[config.mk]
export PLATFORM = sky130hd
export DESIGN_NAME = cart_loader_top
export DESIGN_NICKNAME = d
export VERILOG_FILES = /design/src/design/cart_loader_pkg.sv /design/src/design/mem_write_if.sv /design/src/design/ines_header_parser.sv /design/src/design/rom_loader_fsm.sv /design/src/design/mem_write_stage.sv /design/src/design/cart_loader_top.sv
export SDC_FILE = /design/constraint.sdc
export NUM_CORES = 1
export LEC_CHECK = 0
export BUFFER_PORTS_ARGS = -buffer_cell sky130_fd_sc_hd__buf_2
export CAP_MARGIN = 40
export CORE_MARGIN = 1
export CORE_UTILIZATION = 50
export DETAILED_ROUTE_END_ITERATION = 8
export PLACE_DENSITY = 0.68
export SETUP_SLACK_MARGIN = 0.1
export SLEW_MARGIN = 30
export SYNTH_ARGS = -nofsm -noshare
export SYNTH_HDL_FRONTEND = slang
export SYNTH_HIERARCHICAL = 1
export SYNTH_SLANG_ARGS = --single-unit
[constraint.sdc]
create_clock -name clk -period 3.9 [get_ports clk]
set_input_delay 0.78 -clock clk [delete_from_list [all_inputs] [get_ports clk]]
set_output_delay 0.78 -clock clk [all_outputs]
set_load 0.005 [all_outputs]
[src/design/cart_loader_pkg.sv]
/*
 * Shared definitions for the cartridge loader: iNES format constants,
 * loader state enum, decoded header struct and the packed mapper flag word
 */
package cart_loader_pkg;

	// Memory map
	localparam int ADDR_W         = 22;
	localparam int PRG_PAGE_SHIFT = 14; // 16 KiB PRG pages
	localparam int CHR_PAGE_SHIFT = 13; // 8 KiB CHR pages
	localparam logic [ADDR_W-1:0] CHR_BASE = 22'h200000;

	// iNES header layout
	localparam int HEADER_LEN = 16;

	localparam logic [7:0] INES_MAGIC0 = 8'h4E; // 'N'
	localparam logic [7:0] INES_MAGIC1 = 8'h45; // 'E'
	localparam logic [7:0] INES_MAGIC2 = 8'h53; // 'S'
	localparam logic [7:0] INES_MAGIC3 = 8'h1A;

	typedef enum logic [2:0] {
		HEADER,
		LOAD_PRG,
		LOAD_CHR,
		DONE,
		ERROR
	} loader_state_e;

	// Decoded view of the 16 header bytes
	typedef struct packed {
		logic [7:0] prg_pages;
		logic [7:0] chr_pages;
		logic       magic_ok;
		logic       has_trainer;
		logic [7:0] mapper;
		logic [7:0] submapper;   // Zero unless iNES 2.0
		logic [2:0] prg_size;
		logic [2:0] chr_size;
		logic       mirroring;   // Already adjusted by invert_mirroring
		logic       four_screen;
		logic       has_saves;
	} ines_info_t;

	// Flag word handed to the mapper logic, bit 0 is mapper[0]
	typedef struct packed {
		logic [5:0] zero;
		logic       has_saves;   // [25]
		logic [7:0] submapper;   // [24:17]
		logic       four_screen; // [16]
		logic       has_chr_ram; // [15]
		logic       mirroring;   // [14]
		logic [2:0] chr_size;    // [13:11]
		logic [2:0] prg_size;    // [10:8]
		logic [7:0] mapper;      // [7:0]
	} mapper_flags_t;

endpackage

[src/design/mem_write_if.sv]
/*
 * Single memory write handshake from the loader to the staging buffer
 */
`timescale 1ns/1ps

interface mem_write_if;

	logic [cart_loader_pkg::ADDR_W-1:0] addr;
	logic [7:0]                         data;
	logic                               valid;
	logic                               ready;

	// Transfer when valid and ready are both high at a clock edge
	modport loader (
		output addr,
		output data,
		output valid,
		input  ready
	);

	modport stage (
		input  addr,
		input  data,
		input  valid,
		output ready
	);

endinterface

[src/design/ines_header_parser.sv]
/*
 * iNES header capture and decode: magic and trainer check, iNES 2.0
 * detection, dirty header masking and PRG/CHR size codes
 */
`timescale 1ns/1ps

module ines_header_parser (
	input  logic                        clk,
	input  logic                        reset_nes,
	input  logic                        start,
	input  logic                        invert_mirroring,
	input  logic                        byte_en,
	input  logic [7:0]                  byte_data,
	output cart_loader_pkg::ines_info_t info,
	output logic                        header_full
);

	logic [3:0] byte_cnt;
	logic [7:0] hdr_q [cart_loader_pkg::HEADER_LEN];
	logic [7:0] hdr_last;
	logic       is_nes20;
	logic       is_dirty;

	// Page count to power-of-two size code
	function automatic logic [2:0] size_code(input logic [7:0] pages);
		if (pages <= 8'd1)
			return 3'd0;
		else if (pages <= 8'd2)
			return 3'd1;
		else if (pages <= 8'd4)
			return 3'd2;
		else if (pages <= 8'd8)
			return 3'd3;
		else if (pages <= 8'd16)
			return 3'd4;
		else if (pages <= 8'd32)
			return 3'd5;
		else if (pages <= 8'd64)
			return 3'd6;
		return 3'd7;
	endfunction

	assign header_full = byte_en && (byte_cnt == 4'(cart_loader_pkg::HEADER_LEN - 1));

	always_ff @(posedge clk) begin
		if (reset_nes || start)
			byte_cnt <= '0;
		else if (byte_en)
			byte_cnt <= byte_cnt + 4'd1; // Wraps to 0 after the last byte
	end

	always_ff @(posedge clk) begin
		if (byte_en)
			hdr_q[byte_cnt] <= byte_data;
	end

	// Byte 15 arrives in the same cycle the loader acts on header_full
	assign hdr_last = header_full ? byte_data : hdr_q[15];

	assign is_nes20 = (hdr_q[7][3:2] == 2'b10);

	// Junk in bytes 9..15 marks an old tool that wrote past the 1.0 fields
	assign is_dirty = !is_nes20 && ((hdr_q[9][7:1] != 7'd0) ||
		(hdr_q[10] != 8'd0) || (hdr_q[11] != 8'd0) || (hdr_q[12] != 8'd0) ||
		(hdr_q[13] != 8'd0) || (hdr_q[14] != 8'd0) || (hdr_last != 8'd0));

	always_comb begin
		info.prg_pages   = hdr_q[4];
		info.chr_pages   = hdr_q[5];
		info.magic_ok    = (hdr_q[0] == cart_loader_pkg::INES_MAGIC0) &&
			(hdr_q[1] == cart_loader_pkg::INES_MAGIC1) &&
			(hdr_q[2] == cart_loader_pkg::INES_MAGIC2) &&
			(hdr_q[3] == cart_loader_pkg::INES_MAGIC3);
		info.has_trainer = hdr_q[6][2];
		info.mapper      = {is_dirty ? 4'h0 : hdr_q[7][7:4], hdr_q[6][7:4]};
		info.submapper   = is_nes20 ? hdr_q[8] : 8'h00;
		info.prg_size    = size_code(hdr_q[4]);
		info.chr_size    = size_code(hdr_q[5]);
		info.mirroring   = hdr_q[6][0] ^ invert_mirroring;
		info.four_screen = hdr_q[6][3];
		info.has_saves   = hdr_q[6][1]; // Battery backed RAM
	end

endmodule

[src/design/rom_loader_fsm.sv]
/*
 * Load state machine: header handoff, PRG and CHR byte counting,
 * write address generation, mapper flag capture and done/error
 */
`timescale 1ns/1ps

module rom_loader_fsm (
	input  logic                           clk,
	input  logic                           reset_nes,
	input  logic                           start,
	input  logic [7:0]                     in_data,
	input  logic                           in_valid,
	input  cart_loader_pkg::ines_info_t    info,
	input  logic                           header_full,
	output logic                           in_ready,
	output logic                           header_byte_en,
	output cart_loader_pkg::mapper_flags_t mapper_flags,
	output logic                           done,
	output logic                           error,
	mem_write_if.loader                    wr
);

	cart_loader_pkg::loader_state_e     state;
	cart_loader_pkg::loader_state_e     next_state;
	cart_loader_pkg::loader_state_e     hdr_next;
	cart_loader_pkg::mapper_flags_t     flags_now;
	logic [cart_loader_pkg::ADDR_W-1:0] bytes_left;
	logic [cart_loader_pkg::ADDR_W-1:0] addr_q;
	logic [cart_loader_pkg::ADDR_W-1:0] prg_bytes;
	logic [cart_loader_pkg::ADDR_W-1:0] chr_bytes;
	logic                               loading;
	logic                               have_bytes;
	logic                               wr_fire;
	logic                               last_byte;

	assign prg_bytes = {{(cart_loader_pkg::ADDR_W-8){1'b0}}, info.prg_pages}
		<< cart_loader_pkg::PRG_PAGE_SHIFT;
	assign chr_bytes = {{(cart_loader_pkg::ADDR_W-8){1'b0}}, info.chr_pages}
		<< cart_loader_pkg::CHR_PAGE_SHIFT;

	assign loading    = (state == cart_loader_pkg::LOAD_PRG) ||
		(state == cart_loader_pkg::LOAD_CHR);
	assign have_bytes = (bytes_left != '0);

	// Payload bytes go straight to the staging buffer
	assign wr.valid = loading && have_bytes && in_valid;
	assign wr.addr  = addr_q;
	assign wr.data  = in_data;
	assign wr_fire  = wr.valid && wr.ready;
	assign last_byte = wr_fire && (bytes_left == 1);

	assign in_ready = (state == cart_loader_pkg::HEADER) || (loading && have_bytes && wr.ready);
	assign header_byte_en = (state == cart_loader_pkg::HEADER) && in_valid;

	// Where the header sends us, skipping empty regions
	always_comb begin
		if (!info.magic_ok || info.has_trainer)
			hdr_next = cart_loader_pkg::ERROR;
		else if (info.prg_pages != 8'd0)
			hdr_next = cart_loader_pkg::LOAD_PRG;
		else if (info.chr_pages != 8'd0)
			hdr_next = cart_loader_pkg::LOAD_CHR;
		else
			hdr_next = cart_loader_pkg::DONE;
	end

	always_comb begin
		next_state = state;
		case (state)
			cart_loader_pkg::HEADER:
				if (header_full)
					next_state = hdr_next;
			cart_loader_pkg::LOAD_PRG:
				if (last_byte)
					next_state = (info.chr_pages != 8'd0) ? cart_loader_pkg::LOAD_CHR
						: cart_loader_pkg::DONE;
			cart_loader_pkg::LOAD_CHR:
				if (last_byte)
					next_state = cart_loader_pkg::DONE;
			default: ; // DONE and ERROR wait for start
		endcase
	end

	always_comb begin
		flags_now             = '0;
		flags_now.mapper      = info.mapper;
		flags_now.prg_size    = info.prg_size;
		flags_now.chr_size    = info.chr_size;
		flags_now.mirroring   = info.mirroring;
		flags_now.has_chr_ram = (info.chr_pages == 8'd0);
		flags_now.four_screen = info.four_screen;
		flags_now.submapper   = info.submapper;
		flags_now.has_saves   = info.has_saves;
	end

	always_ff @(posedge clk) begin
		if (reset_nes || start) begin
			state        <= cart_loader_pkg::HEADER;
			bytes_left   <= '0;
			addr_q       <= '0;
			mapper_flags <= '0;
			done         <= 1'b0;
			error        <= 1'b0;
		end else begin
			state <= next_state;
			if (next_state != state) begin
				case (next_state)
					cart_loader_pkg::LOAD_PRG: begin
						bytes_left <= prg_bytes;
						addr_q     <= '0; // PRG starts at address 0
					end
					cart_loader_pkg::LOAD_CHR: begin
						bytes_left <= chr_bytes;
						addr_q     <= cart_loader_pkg::CHR_BASE;
					end
					cart_loader_pkg::ERROR: begin
						mapper_flags <= flags_now;
						done         <= 1'b1;
						error        <= 1'b1;
					end
					default: begin
						mapper_flags <= flags_now;
						done         <= 1'b1;
					end
				endcase
			end else if (wr_fire) begin
				bytes_left <= bytes_left - 1'b1;
				addr_q     <= addr_q + 1'b1;
			end
		end
	end

	// A load region is only entered with bytes to move
	a_region_not_empty: assert property (@(posedge clk) disable iff (reset_nes)
		(loading && (state != $past(state))) |-> have_bytes);

	// Status only ever describes a finished or rejected image
	a_status_not_in_header: assert property (@(posedge clk) disable iff (reset_nes)
		(done || error) |-> (state != cart_loader_pkg::HEADER));

endmodule

[src/design/mem_write_stage.sv]
/*
 * One-entry staging buffer between the loader and the memory port
 */
`timescale 1ns/1ps

module mem_write_stage (
	input  logic                               clk,
	input  logic                               reset_nes,
	input  logic                               mem_ready,
	output logic [cart_loader_pkg::ADDR_W-1:0] mem_addr,
	output logic [7:0]                         mem_data,
	output logic                               mem_valid,
	mem_write_if.stage                         wr
);

	logic                               full;
	logic [cart_loader_pkg::ADDR_W-1:0] addr_q;
	logic [7:0]                         data_q;
	logic                               take;

	// Accept when empty or when the held write leaves this cycle
	assign wr.ready = !full || mem_ready;
	assign take     = wr.valid && wr.ready;

	always_ff @(posedge clk) begin
		if (reset_nes)
			full <= 1'b0;
		else if (take)
			full <= 1'b1;
		else if (mem_ready)
			full <= 1'b0; // Drained with nothing new behind it
	end

	always_ff @(posedge clk) begin
		if (take) begin
			addr_q <= wr.addr;
			data_q <= wr.data;
		end
	end

	assign mem_valid = full;
	assign mem_addr  = addr_q;
	assign mem_data  = data_q;

	// A stalled write holds until memory takes it
	a_hold_under_stall: assert property (@(posedge clk) disable iff (reset_nes)
		(mem_valid && !mem_ready) |=>
		(mem_valid && $stable(mem_addr) && $stable(mem_data)));

endmodule

[src/design/cart_loader_top.sv]
/*
 * Cartridge loader top level: header parser, load FSM and write stage
 */
`timescale 1ns/1ps

module cart_loader_top (
	input  logic                               clk,
	input  logic                               reset_nes,
	input  logic                               start,
	input  logic                               invert_mirroring,
	input  logic [7:0]                         in_data,
	input  logic                               in_valid,
	output logic                               in_ready,
	output logic [cart_loader_pkg::ADDR_W-1:0] mem_addr,
	output logic [7:0]                         mem_data,
	output logic                               mem_valid,
	input  logic                               mem_ready,
	output cart_loader_pkg::mapper_flags_t     mapper_flags,
	output logic                               done,
	output logic                               error
);

	cart_loader_pkg::ines_info_t info;
	logic                        header_full;
	logic                        header_byte_en;

	mem_write_if wr_bus ();

	ines_header_parser u_parser (
		.clk              (clk),
		.reset_nes        (reset_nes),
		.start            (start),
		.invert_mirroring (invert_mirroring),
		.byte_en          (header_byte_en),
		.byte_data        (in_data),
		.info             (info),
		.header_full      (header_full)
	);

	rom_loader_fsm u_fsm (
		.clk            (clk),
		.reset_nes      (reset_nes),
		.start          (start),
		.in_data        (in_data),
		.in_valid       (in_valid),
		.info           (info),
		.header_full    (header_full),
		.in_ready       (in_ready),
		.header_byte_en (header_byte_en),
		.mapper_flags   (mapper_flags),
		.done           (done),
		.error          (error),
		.wr             (wr_bus.loader)
	);

	mem_write_stage u_stage (
		.clk       (clk),
		.reset_nes (reset_nes),
		.mem_ready (mem_ready),
		.mem_addr  (mem_addr),
		.mem_data  (mem_data),
		.mem_valid (mem_valid),
		.wr        (wr_bus.stage)
	);

endmodule

-- Word level (Yosys, flattened, before mapping)
Memories as Yosys holds them, arrays and structs flattened.
Index checks and enable logic that the tools add are counted.
- eq/ne operators: 14
- bitwise gates (word level): 2
- reduce and logical (&&, ||, !) cells: 43
- magnitude comparators: 14
- add/sub/neg operators: 3
- muxes and demuxes: 50
- operators with widths (operator ; count):
    22-bit 2-to-1 mux ; 4
    22-bit one-hot mux with 2 select lines ; 2
    8-bit nonzero test ; 8
    3-bit 2-to-1 mux ; 21
    8-bit by 7-bit equality test with 1-bit output (second input constant) ; 3
    22-bit by 1-bit adder with 22-bit output (second input constant) ; 1
    22-bit by 1-bit equality test with 1-bit output (second input constant) ; 1
    22-bit nonzero test ; 1
    22-bit by 1-bit subtractor with 22-bit output (second input constant) ; 1
    1-bit 2-to-1 mux ; 19
    8-bit by 1-bit less-or-equal comparator with 1-bit output (second input constant) ; 2
    8-bit by 2-bit less-or-equal comparator with 1-bit output (second input constant) ; 2
    8-bit by 3-bit less-or-equal comparator with 1-bit output (second input constant) ; 2
    8-bit by 4-bit less-or-equal comparator with 1-bit output (second input constant) ; 2
    8-bit by 5-bit less-or-equal comparator with 1-bit output (second input constant) ; 2
    8-bit by 6-bit less-or-equal comparator with 1-bit output (second input constant) ; 2
    8-bit by 7-bit less-or-equal comparator with 1-bit output (second input constant) ; 2
    8-bit 2-to-1 mux ; 2
    1-bit logical AND ; 11
    1-bit logical OR ; 11
    3-bit one-hot mux with 3 select lines ; 1
    8-bit by 5-bit equality test with 1-bit output (second input constant) ; 1
    8-bit zero test ; 1
    7-bit nonzero test ; 1
    other kinds (16) ; 23
- memories: 1
- register bits: 110
- bits in writable memories: 128
- logic and storage cells: 144
- bits of input ports: 14
- memories (memory ; words ; width ; rd ports ; clocked after memory_dff ; write ports ; line ; source):
    u_parser.hdr_q ; 16 ; 8 ; 16 ; 0 ; 1 ; ines_header_parser.sv:19 ; logic [7:0] hdr_q [cart_loader_pkg::HEADER_LEN];

-- Depth between registers and ports, before layout
Gate-level depths: netlist of the first run.
An unclocked memory read counts as a cell.
- word-level depth: 14
- mapped depth: 17
- gate-level depth less buffers: 11

-- Hierarchy
Netlist of the first run, hierarchy kept.
- by module, submodules not included (module ; area an instance (um2) ; seq. area each (um2) ; cells each ; times used):
    ines_header_parser ; 4750.8 ; 3833.7 ; 263 ; 1
    rom_loader_fsm ; 4245.3 ; 1501.4 ; 536 ; 1
    mem_write_stage ; 955.9 ; 920.9 ; 35 ; 1

-- Worst setup path before layout of the first run
Ideal clock, no wire load.
- path kind: input-to-reg
- start: input port in_valid
- end: register u_fsm.addr_q (netlist bit u_fsm/wr.addr[16])
- data required time: 3774 ps
- setup slack: 735 ps
- stages on the path: 13
- arrival time: 3039 ps
- path through: and2_1 -> buf_6 -> nand4_1 -> inv_1 -> and3b_1 -> nand2_1 -> o21bai_1 -> a211oi_2 -> nor2_1 -> clkbuf_1 -> clkbuf_1 -> o211ai_1 -> mux2i_1
- elaborated cells on any way between the ends: 16
- RTL lines (element ; line ; source):
    from (decl) ; cart_loader_top.sv:12 ; input logic in_valid,
    1-bit logical AND * ; rom_loader_fsm.sv:53 ; assign header_byte_en = (state == cart_loader_pkg::HEADER) && in_valid;
    1-bit logical AND * ; ines_header_parser.sv:43 ; assign header_full = byte_en && (byte_cnt == 4'(cart_loader_pkg::HEADER_LEN - 1));
    named net header_full ; cart_loader_top.sv:24 ; logic header_full;
    3-bit 2-to-1 mux * ; rom_loader_fsm.sv:71 ; if (header_full)
    3-bit one-hot mux with 3 select lines * ; rom_loader_fsm.sv:69 ; case (state)
    3-bit by 1-bit equality test with 1-bit output (tied with other cells) ; rom_loader_fsm.sv:107 ; case (next_state)
    3-bit inequality test (no line) or 2-bit nonzero test (tied branches) ; n/a ;
    2-bit AND reduction (no line) ; n/a ;
    to (signal assigned) ; rom_loader_fsm.sv:114 ; addr_q <= cart_loader_pkg::CHR_BASE;
    to (signal assigned) ; rom_loader_fsm.sv:128 ; addr_q <= addr_q + 1'b1;
    to (decl) ; rom_loader_fsm.sv:28 ; logic [cart_loader_pkg::ADDR_W-1:0] addr_q;
The timed path passes the listed nets; every way through them passes the cells marked *.
A chain may end at the register's enable or synchronous reset.

-- Worst setup path after layout of the first run
- start: register u_fsm.state[2]
- end: register u_fsm.addr_q (netlist bit u_fsm/wr.addr[14])
- elaborated cells on any way between the ends: 21
- RTL lines (element ; line ; source):
    from (decl) ; rom_loader_fsm.sv:23 ; cart_loader_pkg::loader_state_e state;
    from (signal assigned) ; rom_loader_fsm.sv:98 ; state <= cart_loader_pkg::HEADER;
    from (signal assigned) ; rom_loader_fsm.sv:105 ; state <= next_state;
    3-bit zero test * ; rom_loader_fsm.sv:53 ;
    1-bit logical AND * ; rom_loader_fsm.sv:53 ;
    named net header_byte_en ; cart_loader_top.sv:25 ; logic header_byte_en;
    1-bit logical AND * ; ines_header_parser.sv:43 ;
    named net header_full ; cart_loader_top.sv:24 ;
    3-bit 2-to-1 mux * ; rom_loader_fsm.sv:71 ;
    3-bit one-hot mux with 3 select lines * ; rom_loader_fsm.sv:69 ;
    3-bit by 1-bit equality test with 1-bit output (tied with other cells) ; rom_loader_fsm.sv:107 ;
    3-bit inequality test (no line) or 2-bit nonzero test (tied branches) ; n/a ;
    2-bit AND reduction (no line) ; n/a ;
Marked as above.

==> impl_results.md, run 1 <==
* Result of the run: finished clean
* Layout cell share with drive strength beyond 1 at 0.185
* Count of unresolved DRC violations after routing at 0
* Max FO, Critical Path at 28
* Number of levels the H-tree was split into at 1
* Number of endpoints with negative hold slack in the final report at 0
* Die Y at 143 um
* Cts bufs inserted at 25
* Final number of max-transition violations at 0
* Global-route wire length before repair at 32.6 mm
* HP Class: reg2reg
* Final-report setup violation count at 0
* Leakage dissipation at 4.01 nW
* WP data required at 4.33 ns
* Worst reg2reg path endpoint: u_fsm/wr.addr[14]
* Die Width at 143 um
* Worst-path clk slew at 0.06 ns
* Clock buffer depth at 3
* Sequential fraction of design power at 0.509
* Stages on worst setup path at 13
* Cell type with the highest aggregate area in the netlist: sky130_fd_sc_hd__edfxtp_1
* Clk sinks at 235
* Clock power share at 0.475
* Sequential-to-total area share from yosys stat at 0.629
* Effective utilization at floorplan at 0.511
* Worst slew margin relative to its limit at 0.511
* Worst hold path stage count at 2
* Multi-input combinational cell area at 3330 sq um
* Startpoint of the worst register-to-register path: u_fsm/state[2]
* Timing-limited maximum frequency at 298 MHz
* Post-layout utilization of the core at 0.582
* Sequential cell area at 6260 sq um
* Number of inserted filler cells in the final layout at 1604
* Post-synth top flop: sky130_fd_sc_hd__edfxtp_1
* Logic depth of the worst register-to-register path at 13
* Cell repeated most along the worst path: sky130_fd_sc_hd__buf_4
* CP endpoint kind: flip-flop
* Cells traversed along the worst timing path: nor3_1 -> and2_1 -> nand4_1 -> inv_1 -> buf_4 -> nand3b_1 -> o21ai_0 -> o21a_1 -> buf_4 -> nor2_2 -> buf_4 -> nand2_1 -> a311oi_1
* I/O pins at 80
* CP delay by family, top: simple AND/OR/NAND/NOR gates
* Number of placement rows at 51
* Routed via count at 6804
* Worst setup SP type: flip-flop
* Number of post-CTS setup repair buffers at 0
* Number of global-route vias before repair at 6039
* Post-layout net count at 910
* Weighted congestion at the end of routability-driven global placement at 0.848
* Worst slew pin tran at 0.727 ns
* Hold Crit Endpoint: u_fsm/mapper_flags[22]
* Distinct cell type count after synthesis at 78
* Count of hold buffers inserted by post-cts repair at 0
* Flop-to-flop setup slack at 0.54 ns
* Area delta synth->final at 13.8%
* Worst voltage drop across the vdd grid at 458 uV
* Crit path kind: reg2reg
* Flop and latch count out of synthesis at 235
* Via-per-instance ratio at 5.80
* Fraction of synthesized cell area taken by the top area cell type at 0.468
* Slowest cell on the critical path: sky130_fd_sc_hd__dfxtp_1
* Max-cap check violation count at 0
* Remaining number of nets flagged by the antenna check after routing at 0
* Start point of the worst hold path: u_fsm/mapper_flags[22]
* Initial antenna violation count at 0
* Final critical path time including I/O delays and setup at 3.36 ns
* Commonest cells in the netlist: sky130_fd_sc_hd__edfxtp_1, sky130_fd_sc_hd__dfxtp_1, sky130_fd_sc_hd__nand2_1
* Die Footprint at 20500 sq um
* Number of optimization iterations in the first detailed-route pass at 5
* Largest net degree at the start of global routing at 63
* Cell with the most instances after synthesis: sky130_fd_sc_hd__edfxtp_1
* Number of diodes added for antenna fixing at 0
* Worst path buffer plus inverter count at 4
* Worst setup skew after layout at 0.0131 ns
* Sw Ratio at 0.198
* Number of enable-type register cells in the synthesized netlist at 155
* Buffer type at the clock tree root: sky130_fd_sc_hd__clkbuf_16
* Number of warning messages in the yosys log at 6
* Mapped Cells at 834
* Number of input and output port buffers inserted at 73
* Worst path arrival time at 3.79 ns
* Placed wire-length estimate at 13.3 mm
* Drt wl/cell at 17.9 um
* Net switching power at 0.00103 W
* Synthesized area divided by synthesized cell count at 11.9 sq um
* Setup repair after global routing missed its margin: false
* Overall routing resource usage at 0.207
* Share of total power in combinational logic at 0.016
* Worst-skew pair later-pin latency at 0.52 ns
* Total negative slack for setup checks at 0 ns
* Total internal power at 0.00419 W
* Total detailed-routing wirelength at 21.0 mm
* Fin crit share at 0.861
* Clock tree from TritonCTS: done
* Violation count after the first detailed-route iteration at 542
* Total power divided by cell area at 461 nW/um^2
* Area contributors post-synth: sky130_fd_sc_hd__edfxtp_1, sky130_fd_sc_hd__dfxtp_1, sky130_fd_sc_hd__a21oi_1
* Async set-or-reset flop fraction in the synthesized netlist at 0
* Grt total ovfl at 0
* Longest individual stage delay on the worst path at 0.60 ns
* Synthesized area at 9950 sq um
* Post-cts gate resize count at 0
* Core area at 19500 sq um
-- per-stage QoR --
stage | hold WS (ns) | setup WS (ns) | cell area (sq um) | cells | power (W)
after CTS | 0.451 | 0.385 | 11300 | 1172 | 0.00525
after floorplan | 0.406 | 0.735 | 9970 | 839 | 0.00275
after global routing | 0.470 | 0.293 | 11300 | 1173 | 0.00537
after detailed placement | 0.443 | 0.478 | 10400 | 1126 | 0.00280
after global placement | 0.441 | 0.498 | 10400 | 1126 | 0.00280
final | 0.452 | 0.542 | 11300 | 1173 | 0.00522
-- cell type report --
cell class,instances,share of cell area
flip-flops and latches,235,0.552
multi-input cells,530,0.294
clock buffers,27,0.0559
repair buffers,88,0.0442
well taps,265,0.0293
clock inverters,19,0.0212
inverters,9,0.00298
-- metal layers --
metal | track usage | vias to the layer above | wire [um] | part of all wire
met4 | 0.0577 | 0 | 493 | 0.023
met5 | 0 | - | 0 | 0
met2 | 0.338 | 179 | 10100 | 0.48
met1 | 0.288 | 3336 | 9450 | 0.45
met3 | 0.0275 | 35 | 1000 | 0.048
li1 | - | 3254 | - | -
-- logic make-up after synthesis --
group	synth area share
flops	0.629
compound gates	0.106
fa+ha+maj	0.00880
mux	0.0249
xor+xnor	0.00528
other cells	0.000377
buf+inv	0.0405
simple gates	0.186
-- cells in the final DEF, fill, tap and decap left out, types with 16 or more instances in the layout --
cell	Yosys	layout
sky130_fd_sc_hd__o21ai_0	27	27
sky130_fd_sc_hd__nor4_1	18	18
sky130_fd_sc_hd__buf_2	13	73
sky130_fd_sc_hd__clkbuf_16	0	25
sky130_fd_sc_hd__nand2_1	77	77
sky130_fd_sc_hd__o211ai_1	20	20
sky130_fd_sc_hd__or4_1	21	21
sky130_fd_sc_hd__edfxtp_1	155	155
sky130_fd_sc_hd__and2_1	24	24
sky130_fd_sc_hd__nand4_1	16	16
sky130_fd_sc_hd__nor3_1	37	36
sky130_fd_sc_hd__dfxtp_1	80	80
sky130_fd_sc_hd__mux2i_1	18	18
sky130_fd_sc_hd__nor2_1	43	41
sky130_fd_sc_hd__a21oi_1	62	62
-- flip-flops by register name, indices dropped and copies added (netlist names) --
register            cells
u_fsm/done              1
u_fsm/wr.addr          22
u_parser/hdr_q        125
u_fsm/state             3
u_stage/mem_data        8
u_parser/byte_cnt       4
u_stage/mem_addr       22
u_fsm/mapper_flags     26
u_fsm/error             1
u_fsm/bytes_left       22
u_stage/mem_valid       1
-- worst reg2reg max path, cell delays in order (launching register included) --
cell and delay, ns:
sky130_fd_sc_hd__dfxtp_1 0.60, sky130_fd_sc_hd__nor3_1 0.14, sky130_fd_sc_hd__and2_1 0.21, sky130_fd_sc_hd__nand4_1 0.10, sky130_fd_sc_hd__inv_1 0.07, sky130_fd_sc_hd__buf_4 0.17
sky130_fd_sc_hd__nand3b_1 0.15, sky130_fd_sc_hd__o21ai_0 0.15, sky130_fd_sc_hd__o21a_1 0.23, sky130_fd_sc_hd__buf_4 0.17, sky130_fd_sc_hd__nor2_2 0.53, sky130_fd_sc_hd__buf_4 0.40
sky130_fd_sc_hd__nand2_1 0.09, sky130_fd_sc_hd__a311oi_1 0.25
-- worst max-delay path by stage --
stage	start	end	slack [ns]
finish	u_fsm/state[2]	u_fsm/wr.addr[14]	0.54
detailed placement	in_valid	u_fsm/wr.addr[14]	0.48
global placement	in_valid	u_fsm/wr.addr[14]	0.50
CTS	u_fsm/bytes_left[2]	in_ready	0.38
global route	u_fsm/state[2]	u_fsm/wr.addr[14]	0.29
floorplan	in_valid	u_fsm/wr.addr[16]	0.74
-- power groups by stage --
stage               combinational, W  clock, W  sequential [W]
floorplan                  0.0000427         0         0.00271
global placement           0.0000842         0         0.00271
detailed placement         0.0000854         0         0.00271
CTS                        0.0000861   0.00251         0.00266
global route               0.0000925   0.00261         0.00266
finish                     0.0000839   0.00248         0.00266
Power figures use the tool's default switching activity.
==> run 2: changes to the inputs <==
==> constraint.sdc (replaced) <==
create_clock -name clk -period 3.9 [get_ports clk]
set_input_delay 0.195 -clock clk [delete_from_list [all_inputs] [get_ports clk]]
set_output_delay 0.195 -clock clk [all_outputs]
set_load 0.005 [all_outputs]
==> impl_results.md, run 2 (synthesized netlist as in run 1, its figures left out) <==
* Number of diodes added for antenna fixing at 0 (unchanged)
* Number of post-CTS setup repair buffers at 0 (unchanged)
* Total power divided by cell area at 459 nW/um^2 (was 461 nW/um^2)
* Cell repeated most along the worst path: sky130_fd_sc_hd__buf_4 (unchanged)
* Count of unresolved DRC violations after routing at 0 (unchanged)
* Final critical path time including I/O delays and setup at 3.36 ns (about the same)
* Global-route wire length before repair at 33.2 mm (was 32.6 mm)
* Cell count after placement at 1125 (was 1126)
* Weighted congestion at the end of routability-driven global placement at 0.889 (was 0.848)
* Effective utilization at floorplan at 0.511 (unchanged)
* Buffer type at the clock tree root: sky130_fd_sc_hd__clkbuf_16 (unchanged)
* Fin crit share at 0.861 (about the same)
* Area delta synth->final at 13.9% (was 13.8%)
* Worst voltage drop across the vdd grid at 394 uV (was 458 uV)
* Leakage dissipation at 4.02 nW (was 4.01 nW)
* Logic depth of the worst register-to-register path at 13 (unchanged)
* Worst reg2reg path endpoint: u_fsm/bytes_left[10] (was u_fsm/wr.addr[14])
* Number of placement rows at 51 (unchanged)
* Cts bufs inserted at 25 (unchanged)
* Largest net degree at the start of global routing at 55 (was 63)
* Worst Setup SP: u_fsm/state[0] (was u_fsm/state[2])
* WP data required at 4.34 ns (was 4.33 ns)
* Max FFs per register at 125 (unchanged)
* Max-cap check violation count at 0 (unchanged)
* Via-per-instance ratio at 5.79 (was 5.80)
* Number of global-route vias before repair at 6231 (was 6039)
* Commonest non-fill, non-tap cells in the layout: sky130_fd_sc_hd__edfxtp_1, sky130_fd_sc_hd__dfxtp_1, sky130_fd_sc_hd__nand2_1 (unchanged)
* Worst-skew pair later-pin latency at 0.52 ns (about the same)
* Drt wl/cell at 18.1 um (was 17.9 um)
* Largest register by flop count: u_parser/hdr_q (unchanged)
* Final number of max-transition violations at 0 (unchanged)
* Largest registers ranked by flip-flop count: u_parser/hdr_q (125), u_fsm/mapper_flags (26) (unchanged)
* Die Width at 143 um (unchanged)
* Worst setup skew after layout at 0.0140 ns (was 0.0131 ns)
* Grt total ovfl at 0 (unchanged)
* Result of the run: finished clean (unchanged)
* Sequential fraction of design power at 0.510 (was 0.509)
* Worst-path clk slew at 0.06 ns (about the same)
* Start point of the worst hold path: mem_ready (was u_fsm/mapper_flags[22])
* Hold Crit Endpoint: u_stage/mem_valid (was u_fsm/mapper_flags[22])
* Worst setup SP type: flip-flop (unchanged)
* Overall routing resource usage at 0.210 (was 0.207)
* Timing-limited maximum frequency at 298 MHz (about the same)
* Setup repair after global routing missed its margin: false (unchanged)
* Total internal power at 0.00418 W (was 0.00419 W)
* Remaining number of nets flagged by the antenna check after routing at 0 (unchanged)
* Most common cell after layout, fill and taps aside: sky130_fd_sc_hd__edfxtp_1 (unchanged)
* Slowest cell on the critical path: sky130_fd_sc_hd__or4_1 (was sky130_fd_sc_hd__dfxtp_1)
* Final-report setup violation count at 0 (unchanged)
* Routed via count at 6809 (was 6804)
* Worst path arrival time at 3.80 ns (was 3.79 ns)
* Share of total power in combinational logic at 0.016 (about the same)
* Die Y at 143 um (unchanged)
* Clock power share at 0.473 (was 0.475)
* Crit path kind: reg2reg (unchanged)
* Worst slew pin tran at 0.768 ns (was 0.727 ns)
* Layout cell share with drive strength beyond 1 at 0.182 (was 0.185)
* Worst hold path stage count at 3 (was 2)
* Clk sinks at 235 (unchanged)
* Cell Count, Final, Fillers Out at 1176 (was 1173)
* Net switching power at 0.00103 W (about the same)
* I/O pins at 80 (unchanged)
* Cells traversed along the worst timing path: nor3_1 -> and2_1 -> nand4_1 -> inv_1 -> and3b_1 -> nand2_1 -> o21bai_1 -> a211oi_2 -> buf_4 -> nor3_2 -> buf_4 -> or4_1 -> a21oi_1 (was nor3_1 -> and2_1 -> nand4_1 -> inv_1 -> buf_4 -> nand3b_1 -> o21ai_0 -> o21a_1 -> buf_4 -> nor2_2 -> buf_4 -> nand2_1 -> a311oi_1)
* Max FO, Critical Path at 48 (was 28)
* Initial antenna violation count at 0 (unchanged)
* Total negative slack for setup checks at 0 ns (unchanged)
* Flop-to-flop setup slack at 0.54 ns (about the same)
* Worst slew margin relative to its limit at 0.488 (was 0.511)
* Post-layout utilization of the core at 0.583 (was 0.582)
* Startpoint of the worst register-to-register path: u_fsm/state[0] (was u_fsm/state[2])
* Total detailed-routing wirelength at 21.3 mm (was 21.0 mm)
* Number of optimization iterations in the first detailed-route pass at 5 (unchanged)
* Sw Ratio at 0.197 (was 0.198)
* Violation count after the first detailed-route iteration at 607 (was 542)
* Die Footprint at 20500 sq um (unchanged)
* Number of levels the H-tree was split into at 1 (unchanged)
* Longest individual stage delay on the worst path at 0.51 ns (was 0.60 ns)
* Core area at 19500 sq um (unchanged)
* CP endpoint kind: flip-flop (unchanged)
* Post-layout net count at 913 (was 910)
* HP Class: in2reg (was reg2reg)
* Clock tree from TritonCTS: done (unchanged)
* Clock buffer depth at 3 (unchanged)
* Number of endpoints with negative hold slack in the final report at 0 (unchanged)
* Placed wire-length estimate at 13.2 mm (was 13.3 mm)
* Number of input and output port buffers inserted at 73 (unchanged)
run 2: cell type report:
class / instances / area, sq um
clock inverter: 18 / 224
timing repair buffer: 90 / 515
sequential: 235 / 6260
tap: 265 / 332
multi-input combinational: 531 / 3340
inverter: 9 / 33.8
clock buffer: 28 / 637
fill: 1590 / 8130
run 2: layer usage:
metal | GRT usage | vias to the layer above | routed length [um]
met4 | 0.0560 | 0 | 393
met3 | 0.0305 | 30 | 1300
met5 | 0 | - | 0
li1 | - | 3269 | -
met1 | 0.301 | 3302 | 9910
met2 | 0.334 | 208 | 9730
run 2: worst max-delay path, delay by kind of cell, from the launching register on:
kind,cells,cell delay (ns)
and+or+nand+nor,7,1.65
AOI/OAI and AO/OA,3,0.63
buffers and inverters,3,0.57
DFF,1,0.43
run 2: metrics by stage:
| step | cell area, sq um | power, W | worst slack [ns] | hold WS [ns] |
|---|---|---|---|---|
| after global routing | 11300 | 0.00535 | 0.169 | 0.0776 |
| after global placement | 10400 | 0.00279 | 0.541 | 0.442 |
| final | 11300 | 0.00521 | 0.542 | 0.0729 |
| after floorplan | 9970 | 0.00275 | 0.745 | 0.257 |
| after detailed placement | 10400 | 0.00280 | 0.460 | 0.443 |
| after CTS | 11300 | 0.00525 | 0.445 | 0.0550 |
run 2: power by group through the flow:
stage          Sequential [W]  Combinational [W]  Clock, W
6_report              0.00266          0.0000852   0.00247
3_5_place_dp          0.00271          0.0000841         0
2_1_floorplan         0.00271          0.0000427         0
3_3_place_gp          0.00271          0.0000826         0
5_1_grt               0.00266          0.0000941   0.00260
4_1_cts               0.00266          0.0000872   0.00251
run 2: worst max-delay path by stage:
| stage | endpoint | cells after the start |
|---|---|---|
| floorplan | u_fsm/wr.addr[16] | 15 |
| global placement | u_fsm/mapper_flags[15] | 12 |
| detailed placement | u_fsm/mapper_flags[16] | 12 |
| CTS | u_fsm/mapper_flags[16] | 12 |
| global route | u_fsm/bytes_left[10] | 13 |
| finish | u_fsm/bytes_left[10] | 13 |
run 2: repair_timing:
action                                  4_1_cts  5_1_grt
hold endpoints to repair                      6        0
resized for setup                             0        1
hold buffers                                  4        0
endpoints found under the setup margin        0       57
